## src/hdl/i2c_master_settings.svh

```systemverilog
`ifndef I2C_MASTER_SETTINGS_SVH
`define I2C_MASTER_SETTINGS_SVH

// 7-bit device address
`define I2C_ADDR_WIDTH 7

// Register address and data byte
`define I2C_BYTE_WIDTH 8

// Bus-phase divider input
`define I2C_DIV_WIDTH 16

`endif
```

## src/hdl/i2c_tick_gen.sv

```systemverilog
`timescale 1ns/10ps
`include "i2c_master_settings.svh"

module i2c_tick_gen (
    input  logic                      i_clk,
    input  logic                      i_rst,
    input  logic [`I2C_DIV_WIDTH-1:0] i_divider,
    output logic                      o_tick
);

    logic [`I2C_DIV_WIDTH-1:0] count;

    // Wraps at i_divider, one tick per i_divider+1 clocks
    always_ff @(posedge i_clk) begin
        if (i_rst) begin
            count  <= '0;
            o_tick <= 1'b0;
        end else if (count >= i_divider) begin
            count  <= '0;
            o_tick <= 1'b1;
        end else begin
            count  <= count + 1'b1;
            o_tick <= 1'b0;
        end
    end

endmodule

```

## config.mk

```make
export PLATFORM = sky130hd
export DESIGN_NAME = i2c_tick_gen
export DESIGN_NICKNAME = d
export VERILOG_FILES = /design/src/hdl/i2c_tick_gen.sv
export VERILOG_INCLUDE_DIRS = /design/src /design/src/hdl
export SDC_FILE = /design/constraint.sdc
export NUM_CORES = 1
export LEC_CHECK = 0
export BUFFER_PORTS_ARGS = -buffer_cell sky130_fd_sc_hd__buf_2
export CORE_MARGIN = 2
export CORE_UTILIZATION = 55
export DETAILED_ROUTE_END_ITERATION = 6
export PLACE_DENSITY = 0.86
export SLEW_MARGIN = 20
export SYNTH_ARGS = -nofsm -noshare
export SYNTH_HDL_FRONTEND = slang
export SYNTH_SLANG_ARGS = --single-unit
```

## constraint.sdc

```tcl
create_clock -name i_clk -period 3.92 [get_ports i_clk]
set_input_delay 0.784 -clock i_clk [delete_from_list [all_inputs] [get_ports i_clk]]
set_output_delay 0.784 -clock i_clk [all_outputs]
set_load 0.1 [all_outputs]
```

; ---- After elaboration in Yosys (flattened, before gate mapping)
; Cells that the tools add are included.
; Widths: inputs -> output; s select.
[op_classes]
n_shift = 0
mux = 1
n_mul = 0
reduce_logical = 1
n_bitwise = 0
div_mod_pow = 0
n_eq_ne = 0
magnitude_cmp = 1
n_addsub = 1
[ops]
columns = operator, count
row1 = $add 16x1->16 const B, 1
row2 = $ge 16x16->1, 1
row3 = $reduce_or 2->1, 1
row4 = $mux 1, 1
[totals]
latch_bits = 0
in_bits = 18
ramBits = 0
n_memories = 0
wordCells = 6
reg_bits = 17
output_inout_bits = 1
rom_bits = 0

; ---- Depth between registers and ports, before layout
[depth]
ltp_word = 2
ltp_mapped = 9
ltp_nobuf = 7

; ---- Least setup slack after synthesis
; No wires, ideal clock.
[synth_timing]
kind = in2reg
start = input i_divider[2]
end = register count[2]
cell_stages = 8
arrival_ps = 2110
setup_slack_ps = 1737
path_buffers = 1
setup_time_ps = 73
required_ps = 3847
path_cell_list = inv_1 ha_1 a211oi_2 o21ai_1 a221oi_2 o31ai_4 buf_6 nor3_2
[synth_between]
elab_chain_cells = 2
[synth_lines]
columns = element, line
row1 = start: declaration, i2c_tick_gen.sv:7  ; input logic [`I2C_DIV_WIDTH-1:0] i_divider,
row2 = $ge 16x16->1, i2c_tick_gen.sv:18  ; end else if (count >= i_divider) begin
row3 = $reduce_or 2->1 (no line), -
row4 = end signal: assignment, i2c_tick_gen.sv:22  ; count <= count + 1'b1;
row5 = end: declaration, i2c_tick_gen.sv:11  ; logic [`I2C_DIV_WIDTH-1:0] count;
; No other way between the ends.
; A chain may end at the register's enable or synchronous reset.

; ---- Final worst setup path
[layout_timing]
start = input i_divider[13]
end = register count[10]
; The elaborated chain is that of the path after synthesis.

==> flow_summary.yaml <==
run_status:
  status: "finished, final reports clean"
die:
  fp.dieH_um: 50.9
  start_util_pct: 59.8
  ios: 19
  rows: 16
  coreArea_um2: 2020
  dieArea_um2: 2590
  die_w_um: 50.9
job:
  max_cap_violations: 0
final_layout:
  seq_area_um2: 340
  multi_input_area_um2: 757
  drive_gt1_share_pct: 25.5
  syn_to_final_growth_pct: 8.38
  n_antenna_cell: 0
  fillers: 159
  fin_nets: 181
yosys:
  yosys_warnings: 0
  ys_types: 31
  ys_async_sr_fraction_pct: 0
  synth_edf_count: 0
  synth-main-ff-cell: "dfxtp_1"
  ys_seq_area_share_pct: 28.1
  syn_area_per_cell_um2: 9.31
  synth_nets: 165
  synth_top_area_share_pct: 28.1
  ys_ff_latch: 17
  synth_area_leaders: "dfxtp_1 (28%), ha_1 (18%), nor3_2 (8.3%)"
  syn-instance-count: 130
  yosysTopAreaCell: "dfxtp_1"
  syn_area_um2: 1210
drt:
  drc: 0
  drt-total-wl_mm: 2.32
  drtIter0Drc: 14
  drt-pass1-iter-count: 4
  vias: 960
  wl_per_cell_um: 13.5
  ant_nets: 0
  viasPerCell: 5.58
cts:
  cts.sinks: 17
  cts_tree: "done"
  cts_made_buffers: 3
  clock_latency_ns: 0.29
  hold_buffers: 0
  cts_root_buf: "clkbuf_4"
  cts_buffer_depth: 2
  cts_setup_buffers: 0
  clk_pin_slew_worst_paths_ns: 0.10
  htreeDepth: 1
  ctsResizeCount: 0
timing:
  worstMarginPinSlew_ns: 0.891
  clock.fmax_mhz: 413
  fin_worst_skew_ns: 0.00725
  rsz0062_at_grt: "false"
  hold_violations: 0
  setup_viol: 0
  fin_crit_ns: 2.42
  setup_tns_ns: 0
  fin_ws_ns: 1.50
  relSlewSlack_pct: 40.6
  final.period_utilization_pct: 61.8
  finalMaxSlewViolations: 0
setup_path:
  worstPathMaxFanout: 16
  cp-start-kind: "input port"
  worst-setup-path-type: "input port to flop"
  arrival_ns: 2.57
  worstPathRequired_ns: 4.06
  cp-end-kind: "flop"
worst_hold_path:
  min_path_type: "flop to flop"
placement:
  dp_worst_setup_slack_ns: 1.20
  portBuffers: 18
  dpl.hpwl_mm: 1.83
  gp_congestion: 0.786
power:
  peakVddDrop_mv: 0.122
  leakagePower_nw: 0.628
  p_per_area_nw_per_um2: 240
global_routing:
  grt_overflow: 0
  grt_util_all_layers_pct: 20.2
  grt_pass1_wl_mm: 3.96
  grt_pass1_vias: 966
  antenna_found_initial: 0
  grt_max_degree: 18
==> layout make-up <==
cell class	instances	share of cell area [%]
Clock buffer	4	2.00
Inverter	17	4.87
Sequential cell	17	26.0
Timing Repair Buffer	18	6.87
Tap cell	27	2.58
Multi-Input combinational cell	89	57.7
==> synthesized netlist by cell type (all sizes together) (2+ instances only) <==
library cell	number
dfxtp	17
inv	17
nand3	4
nand2	4
a21oi	3
nor2	2
and3	5
a211oi	2
nand4	8
buf	6
ha	17
nor3	18
o21ai	3
xor2	11
xnor2	3
==> flip-flops by register name (all words and copies together) (netlist names) <==
register / cells
count: 16
o_tick: 1
==> metal layers <==
| metal | part of all wire [%] | track usage (%) |
|---|---|---|
| met5 | 0 | 0 |
| met4 | 1.9 | 8.11 |
| met3 | 2.9 | 2.63 |
| met2 | 50 | 36.6 |
| met1 | 45 | 23.7 |
==> cells in the final DEF, fill, tap and decap left out <==
master	n
and2_1	1
a21oi_1	3
nand2_1	4
o31ai_4	1
inv_1	17
dfxtp_1	17
nand3_1	4
and3_1	5
o21ai_0	1
clkbuf_4	3
nor2_1	2
or2_1	1
o211ai_1	1
nor3_2	10
o21ai_1	2
xnor2_1	3
o21ba_2	1
nand4_1	8
a211oi_2	1
xor2_1	11
clkbuf_1	1
nor3_4	1
a221oi_2	1
nor4b_2	1
buf_2	18
a211oi_1	1
ha_1	17
nor2b_1	1
nor3_1	7
and4_1	1
==> cell families after synthesis <==
kind of cell | count (synthesis) | synth area share [%]
flip-flops | 17 | 28.1
buffers and inverters | 24 | 9.31
XOR/XNOR | 14 | 10.1
AND/OR/NAND/NOR | 46 | 26.3
adder cells (fa/ha/maj) | 17 | 17.6
AO/OA/AOI/OAI | 12 | 8.58
==> final timing paths <==
path                                     from        end  slack [ns]  cells after the start
worst max-delay path            i_divider[13]  count[10]        1.50                      7
worst min-delay path                 count[0]   count[0]        0.51                      1
worst max register to register      count[12]  count[10]        1.73                      5
worst min register to register       count[0]   count[0]        0.51                      1
==> critical path, stage by stage <==
cell and delay (ns):
buf_2 0.07, inv_1 0.03, ha_1 0.28, nand4_1 0.25
nor4b_2 0.38, or2_1 0.62, nor3_1 0.14
==> where the power goes <==
group	switching (mW)	internal [mW]
Sequential	0.00401	0.175
Combinational	0.0218	0.0184
Clock	0.0554	0.0396
Total	0.0812	0.233
==> through the flow <==
step / hold WS, ns / total power [mW] / cells / util [%] / area, µm²
after floorplan: 0.453 / 0.211 / 130 / - / 1210
after global placement: 0.480 / 0.220 / 168 / 63.6 / 1280
after detailed placement: 0.500 / 0.223 / 168 / 63.6 / 1280
after CTS: 0.514 / 0.318 / 172 / 64.9 / 1310
after global routing: 0.527 / 0.329 / 172 / 64.9 / 1310
final: 0.514 / 0.315 / 172 / 64.9 / 1310
No activity file was read; power rests on OpenSTA's default activity.
