## src/hdl/i2c_master_settings.svh

```systemverilog
`ifndef I2C_MASTER_SETTINGS_SVH
`define I2C_MASTER_SETTINGS_SVH

// 7-bit device address
`define I2C_ADDR_WIDTH 7

// Register address and data byte
`define I2C_BYTE_WIDTH 8

// Bus-phase divider input
`define I2C_DIV_WIDTH 16

`endif
```

## src/hdl/i2c_txn_pkg.sv

```systemverilog
`include "i2c_master_settings.svh"

package i2c_txn_pkg;

    typedef logic [`I2C_BYTE_WIDTH-1:0] i2c_byte_t;

    // Steps of a single-register write or read
    typedef enum logic [3:0] {
        TXN_IDLE    = 4'd0,
        TXN_START   = 4'd1,
        TXN_DEV_W   = 4'd2,
        TXN_REG     = 4'd3,
        TXN_DATA_W  = 4'd4,
        TXN_RESTART = 4'd5,
        TXN_DEV_R   = 4'd6,
        TXN_DATA_R  = 4'd7,
        TXN_STOP    = 4'd8
    } i2c_txn_state_e;

endpackage

```

## src/hdl/i2c_bus_pkg.sv

```systemverilog
package i2c_bus_pkg;

    // Operations the bit engine performs on the lines
    typedef enum logic [1:0] {
        CMD_START = 2'd0,
        CMD_STOP  = 2'd1,
        CMD_BIT   = 2'd2
    } i2c_cmd_e;

    // Quarter-bit phase within one operation
    typedef logic [1:0] i2c_phase_t;

endpackage

```

## src/hdl/i2c_bit_if.sv

```systemverilog
`timescale 1ns/10ps

interface i2c_bit_if;
    import i2c_bus_pkg::*;

    i2c_cmd_e cmd;
    logic     cmd_valid;
    // 1 releases SDA, 0 pulls it low
    logic     tx_bit;
    logic     rx_bit;
    logic     done;

    modport ctrl (
        output cmd, cmd_valid, tx_bit,
        input  rx_bit, done
    );

    modport engine (
        input  cmd, cmd_valid, tx_bit,
        output rx_bit, done
    );
endinterface

```

## src/hdl/i2c_txn_ctrl.sv

```systemverilog
`timescale 1ns/10ps
`include "i2c_master_settings.svh"

module i2c_txn_ctrl (
    input  logic                       i_clk,
    input  logic                       i_rst,
    input  logic                       i_enable,
    input  logic                       i_rw,
    input  i2c_txn_pkg::i2c_byte_t     i_mosi_data,
    input  i2c_txn_pkg::i2c_byte_t     i_reg_addr,
    input  logic [`I2C_ADDR_WIDTH-1:0] i_device_addr,
    output i2c_txn_pkg::i2c_byte_t     o_miso_data,
    output logic                       o_busy,
    output logic                       o_ack_error,
    i2c_bit_if.ctrl                    bit_if
);
    import i2c_bus_pkg::*;
    import i2c_txn_pkg::*;

    localparam logic [3:0] LAST_BIT = 4'(`I2C_BYTE_WIDTH - 1);
    localparam logic [3:0] ACK_BIT  = 4'(`I2C_BYTE_WIDTH);

    i2c_txn_state_e             state;
    logic [3:0]                 bit_cnt;
    i2c_byte_t                  sh;
    logic [`I2C_ADDR_WIDTH-1:0] dev_q;
    i2c_byte_t                  reg_q;
    i2c_byte_t                  data_q;
    logic                       rw_q;
    i2c_cmd_e                   cmd_q;
    logic                       cmd_valid_q;
    logic                       tx_q;

    always_ff @(posedge i_clk) begin
        cmd_valid_q <= 1'b0;
        if (state == TXN_IDLE) begin
            if (i_enable) begin
                dev_q       <= i_device_addr;
                reg_q       <= i_reg_addr;
                data_q      <= i_mosi_data;
                rw_q        <= i_rw;
                o_busy      <= 1'b1;
                o_ack_error <= 1'b0;
                state       <= TXN_START;
                cmd_q       <= CMD_START;
                cmd_valid_q <= 1'b1;
            end
        end else if (bit_if.done) begin
            // Every finished operation except STOP is followed by another
            cmd_valid_q <= 1'b1;
            bit_cnt     <= '0;
            case (state)
                TXN_START, TXN_RESTART: begin
                    state <= (state == TXN_START) ? TXN_DEV_W : TXN_DEV_R;
                    sh    <= {dev_q, state == TXN_RESTART};
                    cmd_q <= CMD_BIT;
                    tx_q  <= dev_q[`I2C_ADDR_WIDTH-1];
                end
                TXN_STOP: begin
                    state       <= TXN_IDLE;
                    o_busy      <= 1'b0;
                    cmd_valid_q <= 1'b0;
                end
                default: begin
                    if (bit_cnt != ACK_BIT) begin
                        // MSB first; received bits shift in at the bottom
                        sh      <= {sh[`I2C_BYTE_WIDTH-2:0], bit_if.rx_bit};
                        bit_cnt <= bit_cnt + 4'd1;
                        if (state == TXN_DATA_R || bit_cnt == LAST_BIT) begin
                            tx_q <= 1'b1;
                        end else begin
                            tx_q <= sh[`I2C_BYTE_WIDTH-2];
                        end
                    end else if (state != TXN_DATA_R && bit_if.rx_bit) begin
                        // Missing ACK, abort
                        o_ack_error <= 1'b1;
                        state       <= TXN_STOP;
                        cmd_q       <= CMD_STOP;
                    end else begin
                        case (state)
                            TXN_DEV_W: begin
                                state <= TXN_REG;
                                sh    <= reg_q;
                                tx_q  <= reg_q[`I2C_BYTE_WIDTH-1];
                            end
                            TXN_REG: begin
                                if (rw_q) begin
                                    state <= TXN_RESTART;
                                    cmd_q <= CMD_START;
                                end else begin
                                    state <= TXN_DATA_W;
                                    sh    <= data_q;
                                    tx_q  <= data_q[`I2C_BYTE_WIDTH-1];
                                end
                            end
                            TXN_DEV_R: begin
                                // Slave drives the data, master keeps SDA released
                                state <= TXN_DATA_R;
                                tx_q  <= 1'b1;
                            end
                            default: begin
                                state <= TXN_STOP;
                                cmd_q <= CMD_STOP;
                                if (state == TXN_DATA_R) begin
                                    o_miso_data <= sh;
                                end
                            end
                        endcase
                    end
                end
            endcase
        end
        if (i_rst) begin
            state       <= TXN_IDLE;
            bit_cnt     <= '0;
            cmd_q       <= CMD_STOP;
            cmd_valid_q <= 1'b0;
            o_busy      <= 1'b0;
            o_ack_error <= 1'b0;
        end
    end

    assign bit_if.cmd       = cmd_q;
    assign bit_if.cmd_valid = cmd_valid_q;
    assign bit_if.tx_bit    = tx_q;

endmodule

```

## src/flat_wrapper.sv

```systemverilog
// flat-port wrapper written by rule: the top's interface ports become plain ports
module i2c_txn_ctrl_flat import i2c_bus_pkg::*; import i2c_txn_pkg::*;
  (i_clk, i_rst, i_enable, i_rw, i_mosi_data, i_reg_addr, i_device_addr, o_miso_data, o_busy, o_ack_error, bit_if_cmd, bit_if_cmd_valid, bit_if_tx_bit, bit_if_rx_bit, bit_if_done);
  i2c_bit_if bit_if_i ();
  input  logic i_clk;
  input  logic i_rst;
  input  logic i_enable;
  input  logic i_rw;
  input  i2c_txn_pkg::i2c_byte_t i_mosi_data;
  input  i2c_txn_pkg::i2c_byte_t i_reg_addr;
  input  logic [`I2C_ADDR_WIDTH-1:0] i_device_addr;
  output i2c_txn_pkg::i2c_byte_t o_miso_data;
  output logic o_busy;
  output logic o_ack_error;
  output wire logic [$bits(bit_if_i.cmd)-1:0] bit_if_cmd;
  output wire logic [$bits(bit_if_i.cmd_valid)-1:0] bit_if_cmd_valid;
  output wire logic [$bits(bit_if_i.tx_bit)-1:0] bit_if_tx_bit;
  input wire logic [$bits(bit_if_i.rx_bit)-1:0] bit_if_rx_bit;
  input wire logic [$bits(bit_if_i.done)-1:0] bit_if_done;
  assign bit_if_cmd = bit_if_i.cmd;
  assign bit_if_cmd_valid = bit_if_i.cmd_valid;
  assign bit_if_tx_bit = bit_if_i.tx_bit;
  assign bit_if_i.rx_bit = bit_if_rx_bit;
  assign bit_if_i.done = bit_if_done;
  i2c_txn_ctrl u_core (.i_clk(i_clk), .i_rst(i_rst), .i_enable(i_enable), .i_rw(i_rw), .i_mosi_data(i_mosi_data), .i_reg_addr(i_reg_addr), .i_device_addr(i_device_addr), .o_miso_data(o_miso_data), .o_busy(o_busy), .o_ack_error(o_ack_error), .bit_if(bit_if_i));
endmodule
```

## config.mk

```make
export PLATFORM = sky130hd
export DESIGN_NAME = i2c_txn_ctrl_flat
export DESIGN_NICKNAME = d
export VERILOG_FILES = /design/src/hdl/i2c_txn_pkg.sv /design/src/hdl/i2c_bus_pkg.sv /design/src/hdl/i2c_bit_if.sv /design/src/hdl/i2c_txn_ctrl.sv /design/src/flat_wrapper.sv
export VERILOG_INCLUDE_DIRS = /design/src /design/src/hdl
export SDC_FILE = /design/constraint.sdc
export NUM_CORES = 1
export LEC_CHECK = 0
export ABC_AREA = 1
export BUFFER_PORTS_ARGS = -buffer_cell sky130_fd_sc_hd__buf_4
export CORE_ASPECT_RATIO = 0.7
export CORE_UTILIZATION = 35
export CTS_CLUSTER_SIZE = 12
export DETAILED_ROUTE_END_ITERATION = 8
export MAX_ROUTING_LAYER = met4
export PLACE_DENSITY = 0.51
export SYNTH_ARGS = -nofsm -noshare
export SYNTH_HDL_FRONTEND = slang
export SYNTH_SLANG_ARGS = --single-unit
```

## constraint.sdc

```tcl
create_clock -name i_clk -period 2.7 [get_ports i_clk]
set_clock_uncertainty 0.15 [all_clocks]
set_input_delay 0.405 -clock i_clk [delete_from_list [all_inputs] [get_ports i_clk]]
set_output_delay 0.405 -clock i_clk [all_outputs]
set_load 0.1 [all_outputs]
```

# Word-level counts from Yosys, hierarchy flattened
# Index checks and enable logic that the tools add are counted.
[word_totals]
regBits = 54
inputBits = 29
out_inout_bits = 14
elab_cells = 105
[op_classes]
addsub = 1
n_eq_ne = 20
muxes = 44
bitwise_logic = 6
n_reduce_logical = 21
[op_table]
columns = ["cell", "n"]
rows = [
  ["one-hot mux 8 bit (2 select lines)", 2],
  ["2-to-1 mux 4 bit", 7],
  ["2-to-1 mux 8 bit", 3],
  ["2-to-1 mux 1 bit", 19],
  ["AND reduction 6 bit", 3],
  ["== test 4 x 3 -> 1 bit (second input constant)", 4],
  ["2-to-1 mux 2 bit", 6],
  ["one-hot mux 4 bit (3 select lines)", 1],
  ["== test 4 x 2 -> 1 bit (second input constant)", 2],
  ["inequality test 4 x 3 -> 1 bit (second input constant)", 2],
  ["inequality test 4 bit (second input constant)", 2],
  ["one-hot mux 2 bit (2 select lines)", 2],
  ["one-hot mux 4 bit (2 select lines)", 1],
  ["AND reduction 7 bit", 1],
  ["inequality test 2 x 1 -> 1 bit (second input constant)", 3],
  ["inequality test 3 x 2 -> 1 bit (second input constant)", 2],
  ["NOT 1 bit", 6],
  ["AND reduction 3 bit", 2],
  ["nonzero test 2 bit", 3],
  ["OR reduction 3 bit", 2],
  ["inequality test 5 x 2 -> 1 bit (second input constant)", 1],
  ["AND reduction 5 bit", 1],
  ["nonzero test 5 bit", 1],
  ["adder 4 x 1 -> 4 bit (second input constant)", 1],
  ["other kinds (13)", 15],
]

# Longest topological paths before layout
[depth]
depth_word = 8
mapped_depth = 9

# Least setup slack after synthesis
# Ideal clock, no wire load.
[synth_timing]
path_type = "reg2reg"
start = "register u_core.bit_cnt[0]"
end = "register u_core.o_miso_data[0], enable pin"
arrival_time_ns = 1.580
setup_slack_ns = 0.587
path_stages_with_launch = 6
n_path_buf = 1
path_cell_list = "dfxtp_1 inv_1 ha_1 nand3_2 clkbuf_1 nor3_1"
[synth_via]
elab_chain_cells = 3
[synth_lines]
columns = ["element", "line", "source"]
rows = [
  ["start, declared", "i2c_txn_ctrl.sv:24", "logic [3:0] bit_cnt;"],
  ["start signal, assigned", "i2c_txn_ctrl.sv:68", "bit_cnt <= bit_cnt + 4'd1;"],
  ["inequality test 4 bit", "i2c_txn_ctrl.sv:65", "if (bit_cnt != ACK_BIT) begin"],
  ["NOT 1 bit (no source line)", "-", ""],
  ["AND reduction 7 bit (no source line)", "-", ""],
  ["end signal, assigned", "i2c_txn_ctrl.sv:105", "o_miso_data <= sh;"],
  ["end, declared", "i2c_txn_ctrl.sv:12", "output i2c_txn_pkg::i2c_byte_t o_miso_data,"],
]
# No other way between the ends.
# A chain may end at the register's enable or synchronous reset.

# Worst setup path after layout
[layout_timing]
start = "register u_core.bit_cnt[0]"
end = "register u_core.state[1]"
[layout_via]
elab_chain_cells = 3
[layout_lines]
columns = ["element", "line", "source"]
rows = [
  ["inequality test 4 bit", "i2c_txn_ctrl.sv:65", ""],
  ["inequality test 4 x 3 -> 1 bit (no source line)", "-", ""],
  ["AND reduction 3 bit (no source line)", "-", ""],
  ["end signal, assigned", "i2c_txn_ctrl.sv:54", "state <= (state == TXN_START) ? TXN_DEV_W : TXN_DEV_R;"],
  ["end, declared", "i2c_txn_ctrl.sv:23", "i2c_txn_state_e state;"],
]
# No other way between the ends.

==> flow_summary.ini <==
[worst_setup_path]
critPathCaptureType = flop
crit_arrival_ns = 2.02
cp-start-kind = flop
critPathBufInv = 2
required_ns = 2.76
cp_max_fo = 12
crit_type = flop to flop
max_stage_delay_ns = 0.37
cp_slowest_cell = dfxtp_1
crit_family = compound AO/OA/AOI/OAI gates
cp_cell_sequence = inv_1 -> ha_1 -> nand3_2 -> buf_4 -> nand2_2 -> o21ai_2 -> nand2_1 -> a21oi_1

[sta]
setup_viol_count_final = 0
slew_headroom_pct = 70.76
min_period_over_period_pct = 72.57
maxSlewViolCount = 0
hold_slack_ns = 0.1248
final.setup.tns_ns = 0
max_freq_mhz = 510.4
worst_pin_slew_ns = 0.4381
hold_viol = 0
finalCriticalPeriod_ns = 1.959
worst_slack_ns = 0.7407
rsz0062_at_grt = no

[global_routing]
track_usage_pct = 15.68
grt_pass1_vias = 1595
antenna_found_initial = 0
grt_pass1_wl_um = 8176
grt_max_degree = 22
grt_overflow = 0

[run_status]
status = completed

[clocking]
clock_path_buffers = 2
cts.sinks = 54
clk_latency_ns = 0.30
cts_resized = 0
numCtsBuffers = 5
h-tree-depth = 2
clockRootBuffer = clkbuf_8
cts_hold_buffers = 0
cts.clk_slew.worst_paths_ns = 0.09
cts_setup_buffers = 0
cts_tree = done

[detailed_routing]
ant_nets = 0
routed_via_density = 4.598
drc_errors = 0
dr.pass1.iters = 4
dr.first_iter.drc_count = 119
routedWlPerCell_um = 13.50
num_vias = 1706
finalWirelength_um = 5007

[placed_design]
hpwl_um = 3832
dpl_worst_slack_ns = 0.7475
gp_congestion = 0.8612
io_buffers = 42

[yosys]
synth_top_area_cell = edfxtp_1
synth-seq-area-share_pct = 62.84
synth_top_area_share_pct = 51.87
yosys_warnings = 0
postSynth.asyncResetShare_pct = 0
netlist_top_cells_count = 49 x nand2_1, 41 x edfxtp_1, 22 x inv_1, 19 x nor2_1, 16 x a21oi_1
synth_edf_count = 41
synth.avg_cell_area_um2 = 10.36
synth.distinct_cells = 27
ys.flop_type = edfxtp_1
synth_area_leaders = edfxtp_1 52%, dfxtp_1 11%, nand2_1 7.7%
yosysMostFrequentCell = nand2_1
synthesis.nets = 260
syn-cell-area_um2 = 2374
ys_ff_latch = 54
synth_cells = 229

[cells_and_area]
layout-drive-gt1-share_pct = 27.86
area_growth_pct = 22.98
nets = 310
diodes = 0

[pwr]
finalPower_w = 0.002960
ir_drop_v = 0.0003414
p_leak_nw = 1.223
power_density_nw_per_um2 = 1014

[floorplan]
start_util_pct = 37.11
die_area_um2 = 7120
rows = 24
coreArea_um2 = 6396
die_x_um = 100.4
io_pins = 43
dieHeight_um = 70.90

[job]
max-cap-violations = 0

[hold_path]
min_path_type = input port to flop
## layer usage
layer / vias to the layer above / routed length [um] / track usage, %
met3: 4 / 276 / 3.063
met4: 0 / 42 / 4.348
met5: - / 0 / -
li1: 880 / - / -
met2: 47 / 1935 / 19.79
met1: 775 / 2752 / 24.87
## report_power, final
part           internal, W  switching [W]
Clock             0.000277       0.000249
Sequential         0.00121       0.000127
Combinational     0.000323       0.000773
## layout make-up
| class | count | area, um^2 |
|---|---|---|
| Fill cell | 622 | 3477 |
| Sequential cell | 54 | 1491 |
| Clock buffer | 6 | 72.57 |
| Timing Repair Buffer | 47 | 352.8 |
| Multi-Input combinational cell | 144 | 749.5 |
| Inverter | 27 | 101.3 |
| Tap cell | 91 | 113.9 |
| Clock inverter | 2 | 37.54 |
## logic make-up (layout without fill, tap and decap cells)
logic type / Yosys count / in the layout / share of synthesized area, %
AOI/OAI and AO/OA: 43 / 43 / 9.964
xor gates and xnor gates: 1 / 1 / 0.3691
adders and majority gates: 2 / 2 / 1.054
buffers and inverters: 31 / 82 / 5.587
DFF: 54 / 54 / 62.84
and+or+nand+nor: 98 / 98 / 20.19
## cells in the final DEF, fill, tap and decap left out
master and instances:
clkbuf_8 5, edfxtp_1 41, a21oi_1 16, inv_2 5
inv_1 22, o22ai_1 1, clkinvlp_4 1, o21ai_1 5
nor3_1 3, buf_4 47, nor2_1 19, a31oi_1 6
a211oi_1 1, o21ai_2 1, nor2_4 3, nand3_1 8
clkbuf_1 1, nand2_4 4, nand2_2 3, nand4_1 2
xnor2_1 1, nand2_1 49, nor2_2 3, nand3_2 4
bufinv_16 1, ha_1 2, o221a_2 1, o21ai_0 12
dfxtp_1 13
## flip-flops by register name, indices dropped and copies added, names as in the netlist
name and count:
u_core.dev_q 7, u_core.bit_if.cmd 2, u_core.state 4, u_core.o_miso_data 8, u_core.o_busy 1, u_core.rw_q 1, u_core.reg_q 8, u_core.bit_if.tx_bit 1
u_core.bit_if.cmd_valid 1, u_core.sh 8, u_core.data_q 8, u_core.o_ack_error 1, u_core.bit_cnt 4
## metrics by stage
step / instance area [um^2] / std cells / util [%]
after floorplan: 2374 / 229 / -
after global placement: 2809 / 363 / 43.92
after CTS: 2919 / 371 / 45.64
final: 2919 / 371 / 45.64
after global routing: 2919 / 371 / 45.64
after detailed placement: 2809 / 363 / 43.92
## path summary, 6_finish.rpt
| path | start | cells past startpoint | slack, ns | endpoint |
|---|---|---|---|---|
| setup / recovery | u_core.bit_cnt[0]$_SDFFE_PP0P_ | 8 | 0.74 | u_core.state[1]$_SDFFE_PP0P_ |
| hold reg to reg | u_core.sh[7]$_DFFE_PP_ | 0 | 0.28 | u_core.o_miso_data[7]$_DFFE_PP_ |
| setup reg to reg | u_core.bit_cnt[0]$_SDFFE_PP0P_ | 8 | 0.74 | u_core.state[1]$_SDFFE_PP0P_ |
| hold / removal | i_device_addr[1] | 1 | 0.12 | u_core.dev_q[1]$_DFFE_PP_ |
Power figures use the tool's default switching activity.
