==> src/hdl/i2c_bus_pkg.sv <==
package i2c_bus_pkg;

    // Operations the bit engine performs on the lines
    typedef enum logic [1:0] {
        CMD_START = 2'd0,
        CMD_STOP  = 2'd1,
        CMD_BIT   = 2'd2
    } i2c_cmd_e;

    // Quarter-bit phase within one operation
    typedef logic [1:0] i2c_phase_t;

endpackage

==> src/hdl/i2c_bit_if.sv <==
`timescale 1ns/10ps

interface i2c_bit_if;
    import i2c_bus_pkg::*;

    i2c_cmd_e cmd;
    logic     cmd_valid;
    // 1 releases SDA, 0 pulls it low
    logic     tx_bit;
    logic     rx_bit;
    logic     done;

    modport ctrl (
        output cmd, cmd_valid, tx_bit,
        input  rx_bit, done
    );

    modport engine (
        input  cmd, cmd_valid, tx_bit,
        output rx_bit, done
    );
endinterface

==> src/hdl/i2c_bit_engine.sv <==
`timescale 1ns/10ps

module i2c_bit_engine (
    input  logic      i_clk,
    input  logic      i_rst,
    input  logic      i_tick,
    input  logic      i_scl,
    input  logic      i_sda,
    output logic      o_scl_low,
    output logic      o_sda_low,
    i2c_bit_if.engine bit_if
);
    import i2c_bus_pkg::*;

    i2c_cmd_e   cmd_q;
    i2c_phase_t phase;
    logic       active;
    logic       done_q;
    logic       rx_q;
    logic [1:0] scl_sync;
    logic [1:0] sda_sync;
    logic       scl_wait;
    logic       step;

    // Bus lines are asynchronous to i_clk
    always_ff @(posedge i_clk) begin
        scl_sync <= {scl_sync[0], i_scl};
        sda_sync <= {sda_sync[0], i_sda};
    end

    // Phases that hold until SCL is really high (stretching)
    assign scl_wait = (cmd_q == CMD_BIT) ? (phase == 2'd1) : (phase == 2'd2);
    assign step     = active && i_tick && (!scl_wait || scl_sync[1]);

    ////////////////////////////////////////
    // Phase sequencer
    ////////////////////////////////////////

    always_ff @(posedge i_clk) begin
        done_q <= 1'b0;
        if (!active && bit_if.cmd_valid) begin
            active <= 1'b1;
            cmd_q  <= bit_if.cmd;
            phase  <= '0;
            // Data set up while SCL is still low
            if (bit_if.cmd == CMD_BIT) begin
                o_sda_low <= ~bit_if.tx_bit;
            end
        end else if (step) begin
            phase <= phase + 2'd1;
            case (cmd_q)
                CMD_START: begin
                    // SDA released first, so this also serves as repeated START
                    case (phase)
                        2'd0: o_sda_low <= 1'b0;
                        2'd1: o_scl_low <= 1'b0;
                        2'd2: o_sda_low <= 1'b1;
                        default: o_scl_low <= 1'b1;
                    endcase
                end
                CMD_STOP: begin
                    case (phase)
                        2'd0: o_sda_low <= 1'b1;
                        2'd1: o_scl_low <= 1'b0;
                        2'd3: o_sda_low <= 1'b0;
                        default: ;
                    endcase
                end
                default: begin
                    if (phase == 2'd0) begin
                        o_scl_low <= 1'b0;
                    end
                    if (phase == 2'd2) begin
                        rx_q      <= sda_sync[1];
                        o_scl_low <= 1'b1;
                    end
                end
            endcase
            if (phase == 2'd3) begin
                active <= 1'b0;
                done_q <= 1'b1;
            end
        end
        if (i_rst) begin
            active    <= 1'b0;
            done_q    <= 1'b0;
            phase     <= '0;
            cmd_q     <= CMD_STOP;
            o_scl_low <= 1'b0;
            o_sda_low <= 1'b0;
        end
    end

    assign bit_if.rx_bit = rx_q;
    assign bit_if.done   = done_q;

endmodule

==> src/flat_wrapper.sv <==
// flat-port wrapper written by rule: the top's interface ports become plain ports
module i2c_bit_engine_flat import i2c_bus_pkg::*;
  (i_clk, i_rst, i_tick, i_scl, i_sda, o_scl_low, o_sda_low, bit_if_cmd, bit_if_cmd_valid, bit_if_tx_bit, bit_if_rx_bit, bit_if_done);
  i2c_bit_if bit_if_i ();
  input  logic i_clk;
  input  logic i_rst;
  input  logic i_tick;
  input  logic i_scl;
  input  logic i_sda;
  output logic o_scl_low;
  output logic o_sda_low;
  input wire logic [$bits(bit_if_i.cmd)-1:0] bit_if_cmd;
  input wire logic [$bits(bit_if_i.cmd_valid)-1:0] bit_if_cmd_valid;
  input wire logic [$bits(bit_if_i.tx_bit)-1:0] bit_if_tx_bit;
  output wire logic [$bits(bit_if_i.rx_bit)-1:0] bit_if_rx_bit;
  output wire logic [$bits(bit_if_i.done)-1:0] bit_if_done;
  assign bit_if_i.cmd = bit_if_cmd;
  assign bit_if_i.cmd_valid = bit_if_cmd_valid;
  assign bit_if_i.tx_bit = bit_if_tx_bit;
  assign bit_if_rx_bit = bit_if_i.rx_bit;
  assign bit_if_done = bit_if_i.done;
  i2c_bit_engine u_core (.i_clk(i_clk), .i_rst(i_rst), .i_tick(i_tick), .i_scl(i_scl), .i_sda(i_sda), .o_scl_low(o_scl_low), .o_sda_low(o_sda_low), .bit_if(bit_if_i));
endmodule
==> config.mk <==
export PLATFORM = sky130hd
export DESIGN_NAME = i2c_bit_engine_flat
export DESIGN_NICKNAME = d
export VERILOG_FILES = /design/src/hdl/i2c_bus_pkg.sv /design/src/hdl/i2c_bit_if.sv /design/src/hdl/i2c_bit_engine.sv /design/src/flat_wrapper.sv
export SDC_FILE = /design/constraint.sdc
export NUM_CORES = 1
export LEC_CHECK = 0
export ABC_CLOCK_PERIOD_IN_PS = 1800
export BUFFER_PORTS_ARGS = -buffer_cell sky130_fd_sc_hd__buf_2
export CAP_MARGIN = 10
export CORE_ASPECT_RATIO = 1.1
export CORE_MARGIN = 5
export CORE_UTILIZATION = 35
export DETAILED_ROUTE_END_ITERATION = 7
export MAX_ROUTING_LAYER = met4
export PLACE_DENSITY = 0.56
export SLEW_MARGIN = 25
export SYNTH_ARGS = -nofsm -noshare
export SYNTH_HDL_FRONTEND = slang
export SYNTH_SLANG_ARGS = --single-unit
==> constraint.sdc <==
create_clock -name i_clk -period 1.8 [get_ports i_clk]
set_clock_uncertainty 0.05 [all_clocks]
set_input_delay 0.36 -clock i_clk [delete_from_list [all_inputs] [get_ports i_clk]]
set_output_delay 0.36 -clock i_clk [all_outputs]
set_load 0.05 [all_outputs]
Word-level counts from Yosys, hierarchy flattened
Index checks and enable logic that the tools add are counted.

Output and inout port bits: 4. Flip-flop bits (word level): 13.

Reductions and logical operators: 20. Bitwise logic cells: 4. $add $sub $neg: 1. Multiplexer cells: 16. Equality and inequality tests: 11.

Operators by type and width (number): $mux W1 (11); $pmux W1 S2 (5); $reduce_and A5 Y1 (2); $eq A2 B2 Y1 const B (4); $ne A4 B1 Y1 const B (2); $reduce_or A2 Y1 (3); $eq A2 B1 Y1 const B (2); $logic_not A2 Y1 (2); $ne A2 B2 Y1 const B (2); $not A1 Y1 (4); $reduce_and A4 Y1 (1); $reduce_bool A2 Y1 (2); $reduce_bool A4 Y1 (1); $logic_and A1 B1 Y1 (3); $reduce_bool A3 Y1 (1); $reduce_or A3 Y1 (1); $add A2 B1 Y2 const B (1); $logic_not A1 Y1 (2); $ne A2 B1 Y1 const B (1); $reduce_and A2 Y1 (1); $logic_or A1 B1 Y1 (1).

Depth between registers and ports, before layout
Gate-level depths: netlist of run 1.

Word-level depth: 7. Mapped depth: 6. Mapped depth without buffers: 6.

Worst setup path after synthesis of run 1
Ideal clock, no wire load.

Kind: register to register. Start: register u_core.phase[1]. End: register u_core.o_scl_low. Required time: 1627 ps. Arrival: 1445 ps. Library setup time: 123 ps. Slack: 182 ps. Stages on the path, launching flop included: 7. Path through: dfxtp_1 inv_1 ha_1 nand4bb_1 o2111ai_2 a211oi_2 mux2_1.

Word-level cells in the longest chain between the ends: 6. Elaborated cells on any way between the ends: 15.

RTL lines: from (decl) (line i2c_bit_engine.sv:16) `i2c_phase_t phase;`; from (signal assigned) (line i2c_bit_engine.sv:50) `phase <= phase + 2'd1;`; $eq A2 B2 Y1 / $eq A2 B1 Y1 (equally long branches); $mux W1 (line i2c_bit_engine.sv:32) `assign scl_wait = (cmd_q == CMD_BIT) ? (phase == 2'd1) : (phase == 2'd2);`; $logic_not A1 Y1 (line i2c_bit_engine.sv:33) `assign step = active && i_tick && (!scl_wait || scl_sync[1]);`; $logic_or A1 B1 Y1 (line i2c_bit_engine.sv:33); $logic_and A1 B1 Y1 (line i2c_bit_engine.sv:33); $reduce_and A5 Y1 (no line); to (signal assigned) (line i2c_bit_engine.sv:56) `2'd1: o_scl_low <= 1'b0;`; to (signal assigned) (line i2c_bit_engine.sv:58) `default: o_scl_low <= 1'b1;`; to (signal assigned) (line i2c_bit_engine.sv:64) `2'd1: o_scl_low <= 1'b0;`; to (decl) (line i2c_bit_engine.sv:9) `output logic o_scl_low,`.

Parallel ways exist; a longest one is shown, timed or not. A chain may end at the register's enable or synchronous reset.

Worst setup path in the final report of run 1
Same ends and word-level chain as after synthesis.

==> run metrics, run 1 <==
Final Hold Fails 0; CTS root buf clkbuf_4; initial DRC count 6; area grow syn2layout 20.4%; fin. max-slew vios 0; fillers around 180; Clock transition at path regs ~80 ps; slew at the pin closest to its max-slew limit around 470 ps; Final HPWL DP roughly 920 um; Netlist cell types 28; Synth Flop Type dfxtp_1; Die X between 50 and 60 um; Vias around 490; drt pass-1 iters 2; Setup Viol. Count Final 0; post-synth net total 75; CP startpoint kind flop; post-DR vias/cell approximately 5; die area 2780 um^2; XOR/XNOR share of the synthesized area 0.0137; total power draw roughly 570 uW; Synth area leader dfxtp_1; post-synth top area share 0.376; Max Fclk 590 MHz; total CTS buffers 3; Leak Pwr around 0.32 nW; final WL between 1 and 1.5 mm; CTS tree done; # hold bufs at CTS 0; post-synthesis mux area share 0.0804; max_cap viols 0; All-Layer GR Usage 0.114; setup ws final ~110 ps; endpoint type of the worst setup path flop; Post-synth EDFFs 1; Rel. slew slack 0.689; FFs w/ async S/R, synth 0; Top Ports 13; WHS roughly 120 ps; first-pass GRT wire length around 2.2 mm; Worst Setup Path Type flop to flop; Compound-Gate Fraction of Synth Area 0.163; largest family of logic cells by synthesized area simple AND/OR/NAND/NOR gates; unrepaired setup endpoints after global routing no; CP Max Fanout 7; Placement Setup Slack roughly 18 ps; Post-DRT Antenna Nets 0; Synth Warn # 0; fin nets between 90 and 100; largest net degree at the start of global routing 10; initial antenna violation count 0; Post-synth top cells dfxtp_1 (12), ha_1 (5); port buffer count 12; Clock Sinks 13; top-count cell post-synth dfxtp_1; Die H around 55 um; Post-Syn Instances a little over 60; Max VDD drop 0.499 mV; top post-synthesis cells by area dfxtp_1 (38%), ha_1 (9.8%), mux2i_1 (6.3%); run status complete, no violations; GRT Residual Overflow 0; # diodes 0; Rows 16; core area around 1800 um^2; H-tree Lvls 1; drt wl/cell approximately 13 um; simple-gate portion of the synthesized area 0.173; vias in the first global route around 460; final RePlAce weighted congestion between 0.7 and 0.8; Critical Path RT about 1900 ps; PwrDens about 740 nW/um^2; Setup TNS Final 0 ps; syn avg cell area 10.5 um^2; starting density of the core 0.362; Remaining DRCs 0; worst skew pair latency ~280 ps; Period minus WS final 1690 ps; Longest Clk Path Bufs 2; HP Class input pin to flop; share of cells above drive strength 1 0.346; Seq/Total Area, Yosys 0.424; adder-cell area share of the yosys netlist 0.0980; final period utilization 0.941; Syn Std Cell Area approximately 640 um^2; Seq cells post-synth 13; CP Data Arrival Time around 1800 ps
path summary, 6_finish.rpt:
kind	start	endpoint	slack (ps)	cells past startpoint
max	u_core.phase[1]	u_core.o_scl_low	110	6
min	i_scl	u_core.scl_sync[0]	120	1
max reg2reg	u_core.phase[1]	u_core.o_scl_low	110	6
min reg2reg	u_core.scl_sync[0]	u_core.scl_sync[1]	280	0
worst max-delay path, cell delays in order, from the launching register on:
cell,delay (ps)
dfxtp_4,390
inv_1,70
ha_2,190
nand4bb_1,140
o2111ai_2,180
a211oi_2,240
mux2_1,330
cells by family after synthesis:
kind of cell	count (synthesis)
flip-flops	13
XOR/XNOR	1
AO/OA/AOI/OAI	11
adder cells (fa/ha/maj)	5
AND/OR/NAND/NOR	20
buffers and inverters	6
multiplexers	5
layout by cell type (no fill, tap or decap), types with 2 or more instances in the layout:
master | Yosys | final
ha_1 | 5 | 4
nand2_1 | 4 | 4
nor2b_1 | 4 | 4
nor2_1 | 3 | 3
inv_1 | 3 | 3
buf_4 | 0 | 4
a211oi_1 | 3 | 3
dfxtp_1 | 12 | 10
buf_2 | 1 | 12
clkbuf_4 | 0 | 3
dfxtp_4 | 0 | 2
mux2i_1 | 4 | 4
nor3_1 | 4 | 4
per-stage QoR:
step	util	instances	cell area (um^2)
floorplan	-	61	638
global placement	0.406	90	716
detailed placement	0.406	90	716
CTS	0.423	94	744
global route	0.436	96	768
finish	0.436	96	768
layout make-up:
cell class | instances | area (um^2) | area share
well taps | 18 | 22.5 | 0.0293
inverters | 3 | 11.3 | 0.0147
clock inverters | 1 | 5.00 | 0.00651
clock buffers | 3 | 22.5 | 0.0293
flip-flops and latches | 13 | 278 | 0.362
repair buffers | 16 | 90.1 | 0.117
multi-input cells | 42 | 339 | 0.441
layer usage:
| metal | wire length [um] | global-route usage | up-vias |
|---|---|---|---|
| met5 | 0 | - | - |
| met4 | 21 | 0.0638 | 0 |
| met3 | 90 | 0.0572 | 4 |
| met2 | 587 | 0.163 | 13 |
| met1 | 540 | 0.130 | 227 |
| li1 | - | - | 249 |
where the power goes:
group	switching, mW	internal [mW]	leakage, nW
Combinational	0.0418	0.0367	0.190
Clock	0.0990	0.0826	0.0177
Sequential	0.00995	0.302	0.110
registers in the layout, indices dropped and copies added, names as in the netlist:
name	cells
u_core.phase	2
u_core.sda_sync	2
u_core.bit_if.done	1
u_core.active	1
u_core.o_scl_low	1
u_core.bit_if.rx_bit	1
u_core.scl_sync	2
u_core.cmd_q	2
u_core.o_sda_low	1
repair_timing:
item / 4_1_cts / 5_1_grt
setup buffers: 0 / 2
hold endpoints to repair: 0 / 0
pin swaps: 0 / 3
gates resized for setup: 1 / 4
setup endpoints to repair: 1 / 1
(Power assumes the default switching activity.)
==> run 2: changes to the inputs <==
Settings changed: CORE_AREA set to 5 5 42 44, CORE_ASPECT_RATIO 1.1 to unset, CORE_MARGIN 5 to unset, CORE_UTILIZATION 35 to unset, DIE_AREA set to 0 0 47 49, PLACE_DENSITY 0.56 to 0.72.
==> run 2 against run 1 <==
Against the previous run:
- register-to-register slack barely moved
- first-iteration DRC count unchanged
- cell count decreased by 4.2%
- global-route usage is 0.19 points lower
- fmax fell by 0.68%
- highest routed layer is now met3
==> run metrics, run 2 (same netlist as run 1, synthesis figures left out) <==
most frequent cells in the layout buf_2 (12), dfxtp_1 (10), ha_1 (5); Cell Count, Final, Fillers Out 92 (-4.2%); Critical Path RT 1910 ps (about the same); fin. max-slew vios 0 (unchanged); Setup TNS Final 0 ps (unchanged); fillers 145 (-19%); share of cells above drive strength 1 0.303 (-0.0435); Top Ports 13 (unchanged); final RePlAce weighted congestion 0.832 (+8.2%); post-DR vias/cell 5.04 (-1.8%); Clock transition at path regs 80 ps (about the same); Layout Cell Area excl Fill 742 um^2 (-3.4%); Worst Setup Path Type flop to flop; first-pass GRT wire length 1.90 mm (-12%); Remaining DRCs 0 (unchanged); worst skew pair latency 270 ps (about the same); run status complete, no violations; core area 1400 um^2 (-20%); Leak Pwr 0.307 nW (-3.4%); Vias 464 (-5.9%); Rel. slew slack 0.815 (+0.127); drt pass-1 iters 2 (unchanged); die area 2300 um^2 (-17%); Period minus WS final 1710 ps (+11.6 ps); GRT Residual Overflow 0 (unchanged); area grow syn2layout 16.3%; final period utilization 0.947 (+0.00645); Rows 14 (-2); fin nets 91 (-2.2%); CP Max Fanout 7 (unchanged); total CTS buffers 3 (unchanged); Post-Place Cells 88 (-2.2%); max incr delay on CP 390 ps (about the same); multi-input logic area 337 um^2 (-0.74%); Max VDD drop 0.490 mV (-1.8%); port buffer count 12 (unchanged); Die H 49 um (-11%); commonest non-fill, non-tap cell in the layout buf_2; H-tree Lvls 1 (unchanged); Die X 47 um (-7.3%); Setup Viol. Count Final 0 (unchanged); endpoint type of the worst setup path flop; Max Fclk 586 MHz (-0.68%); PwrDens 762 nW/um^2 (+2.4%); initial antenna violation count 0 (unchanged); Final Hold Fails 0 (unchanged); Final HPWL DP 894 um (-3.3%); unrepaired setup endpoints after global routing no; drt wl/cell 12.3 um (-4.5%); CP Data Arrival Time 1820 ps (about the same); HP Class input pin to flop; Clock Sinks 13 (unchanged); vias in the first global route 463 (-0.22%); Area after DPL 713 um^2 (-0.35%); CP startpoint kind flop; largest net degree at the start of global routing 10 (unchanged); slew at the pin closest to its max-slew limit 277 ps (-189 ps); CTS tree done; CTS root buf clkbuf_4; final WL 1.13 mm (-8.5%); All-Layer GR Usage 0.112 (-0.00190); CP max stage cell dfxtp_2; worst-path cell chain inv_1 -> ha_1 -> nand4bb_1 -> o2111ai_2 -> a211oi_2 -> mux2_1; register area 273 um^2 (-1.8%); Longest Clk Path Bufs 2 (unchanged); starting density of the core 0.455 (+0.0931); Post-DRT Antenna Nets 0 (unchanged); max_cap viols 0 (unchanged); # hold bufs at CTS 0 (unchanged); Finished Core Util 0.529 (+0.0934); initial DRC count 6 (unchanged); # diodes 0 (unchanged)
[run 2: area by class of cell]
| class | instances | share of cell area |
|---|---|---|
| Sequential cell | 13 | 0.368 |
| Multi-Input combinational cell | 42 | 0.454 |
| Tap cell | 16 | 0.0270 |
| Inverter | 3 | 0.0152 |
| Clock buffer | 4 | 0.0354 |
| Timing Repair Buffer | 14 | 0.101 |
[run 2: critical path: cells and delay by family (launching register included)]
family / cells / cell delay [ps]
AOI/OAI and AO/OA: 2 / 400
muxes: 1 / 340
DFF: 1 / 390
buffers and inverters: 1 / 80
and+or+nand+nor: 1 / 140
adders and majority gates: 1 / 210
[run 2: stage by stage]
| stage | hold WS (ps) | total power, mW | setup slack (ps) |
|---|---|---|---|
| floorplan | 260 | 0.375 | 182 |
| global placement | 260 | 0.395 | 54.6 |
| detailed placement | 262 | 0.396 | 7.70 |
| CTS | 129 | 0.570 | 53.6 |
| global route | 131 | 0.596 | 11.6 |
| finish | 135 | 0.565 | 94.7 |
[run 2: path summary, 6_finish.rpt]
path / cells past startpoint / slack [ps] / startpoint / end
worst max-delay path: 6 / 90 / u_core.phase[1] / u_core.o_scl_low
worst min-delay path: 1 / 140 / i_sda / u_core.sda_sync[0]
worst max register to register: 6 / 90 / u_core.phase[1] / u_core.o_scl_low
worst min register to register: 0 / 280 / u_core.scl_sync[0] / u_core.scl_sync[1]
[run 2: timing repair]
item / in CTS / in global routing
resized for setup: 1 / 1
endpoints found under the hold margin: 0 / 0
setup endpoints to repair: 1 / 1
setup buffers: 0 / 0
[run 2: routing by layer]
metal	track usage	share of wire
met5	-	0
met4	0.0138	0
met3	0.0480	0.059
met2	0.181	0.51
met1	0.132	0.43
[run 2: power by group]
group	switching (mW)	leakage [nW]	internal [mW]
clock	0.0897	0.0150	0.0857
sequential	0.00933	0.109	0.304
combinational	0.0413	0.183	0.0351
total	0.140	0.307	0.425
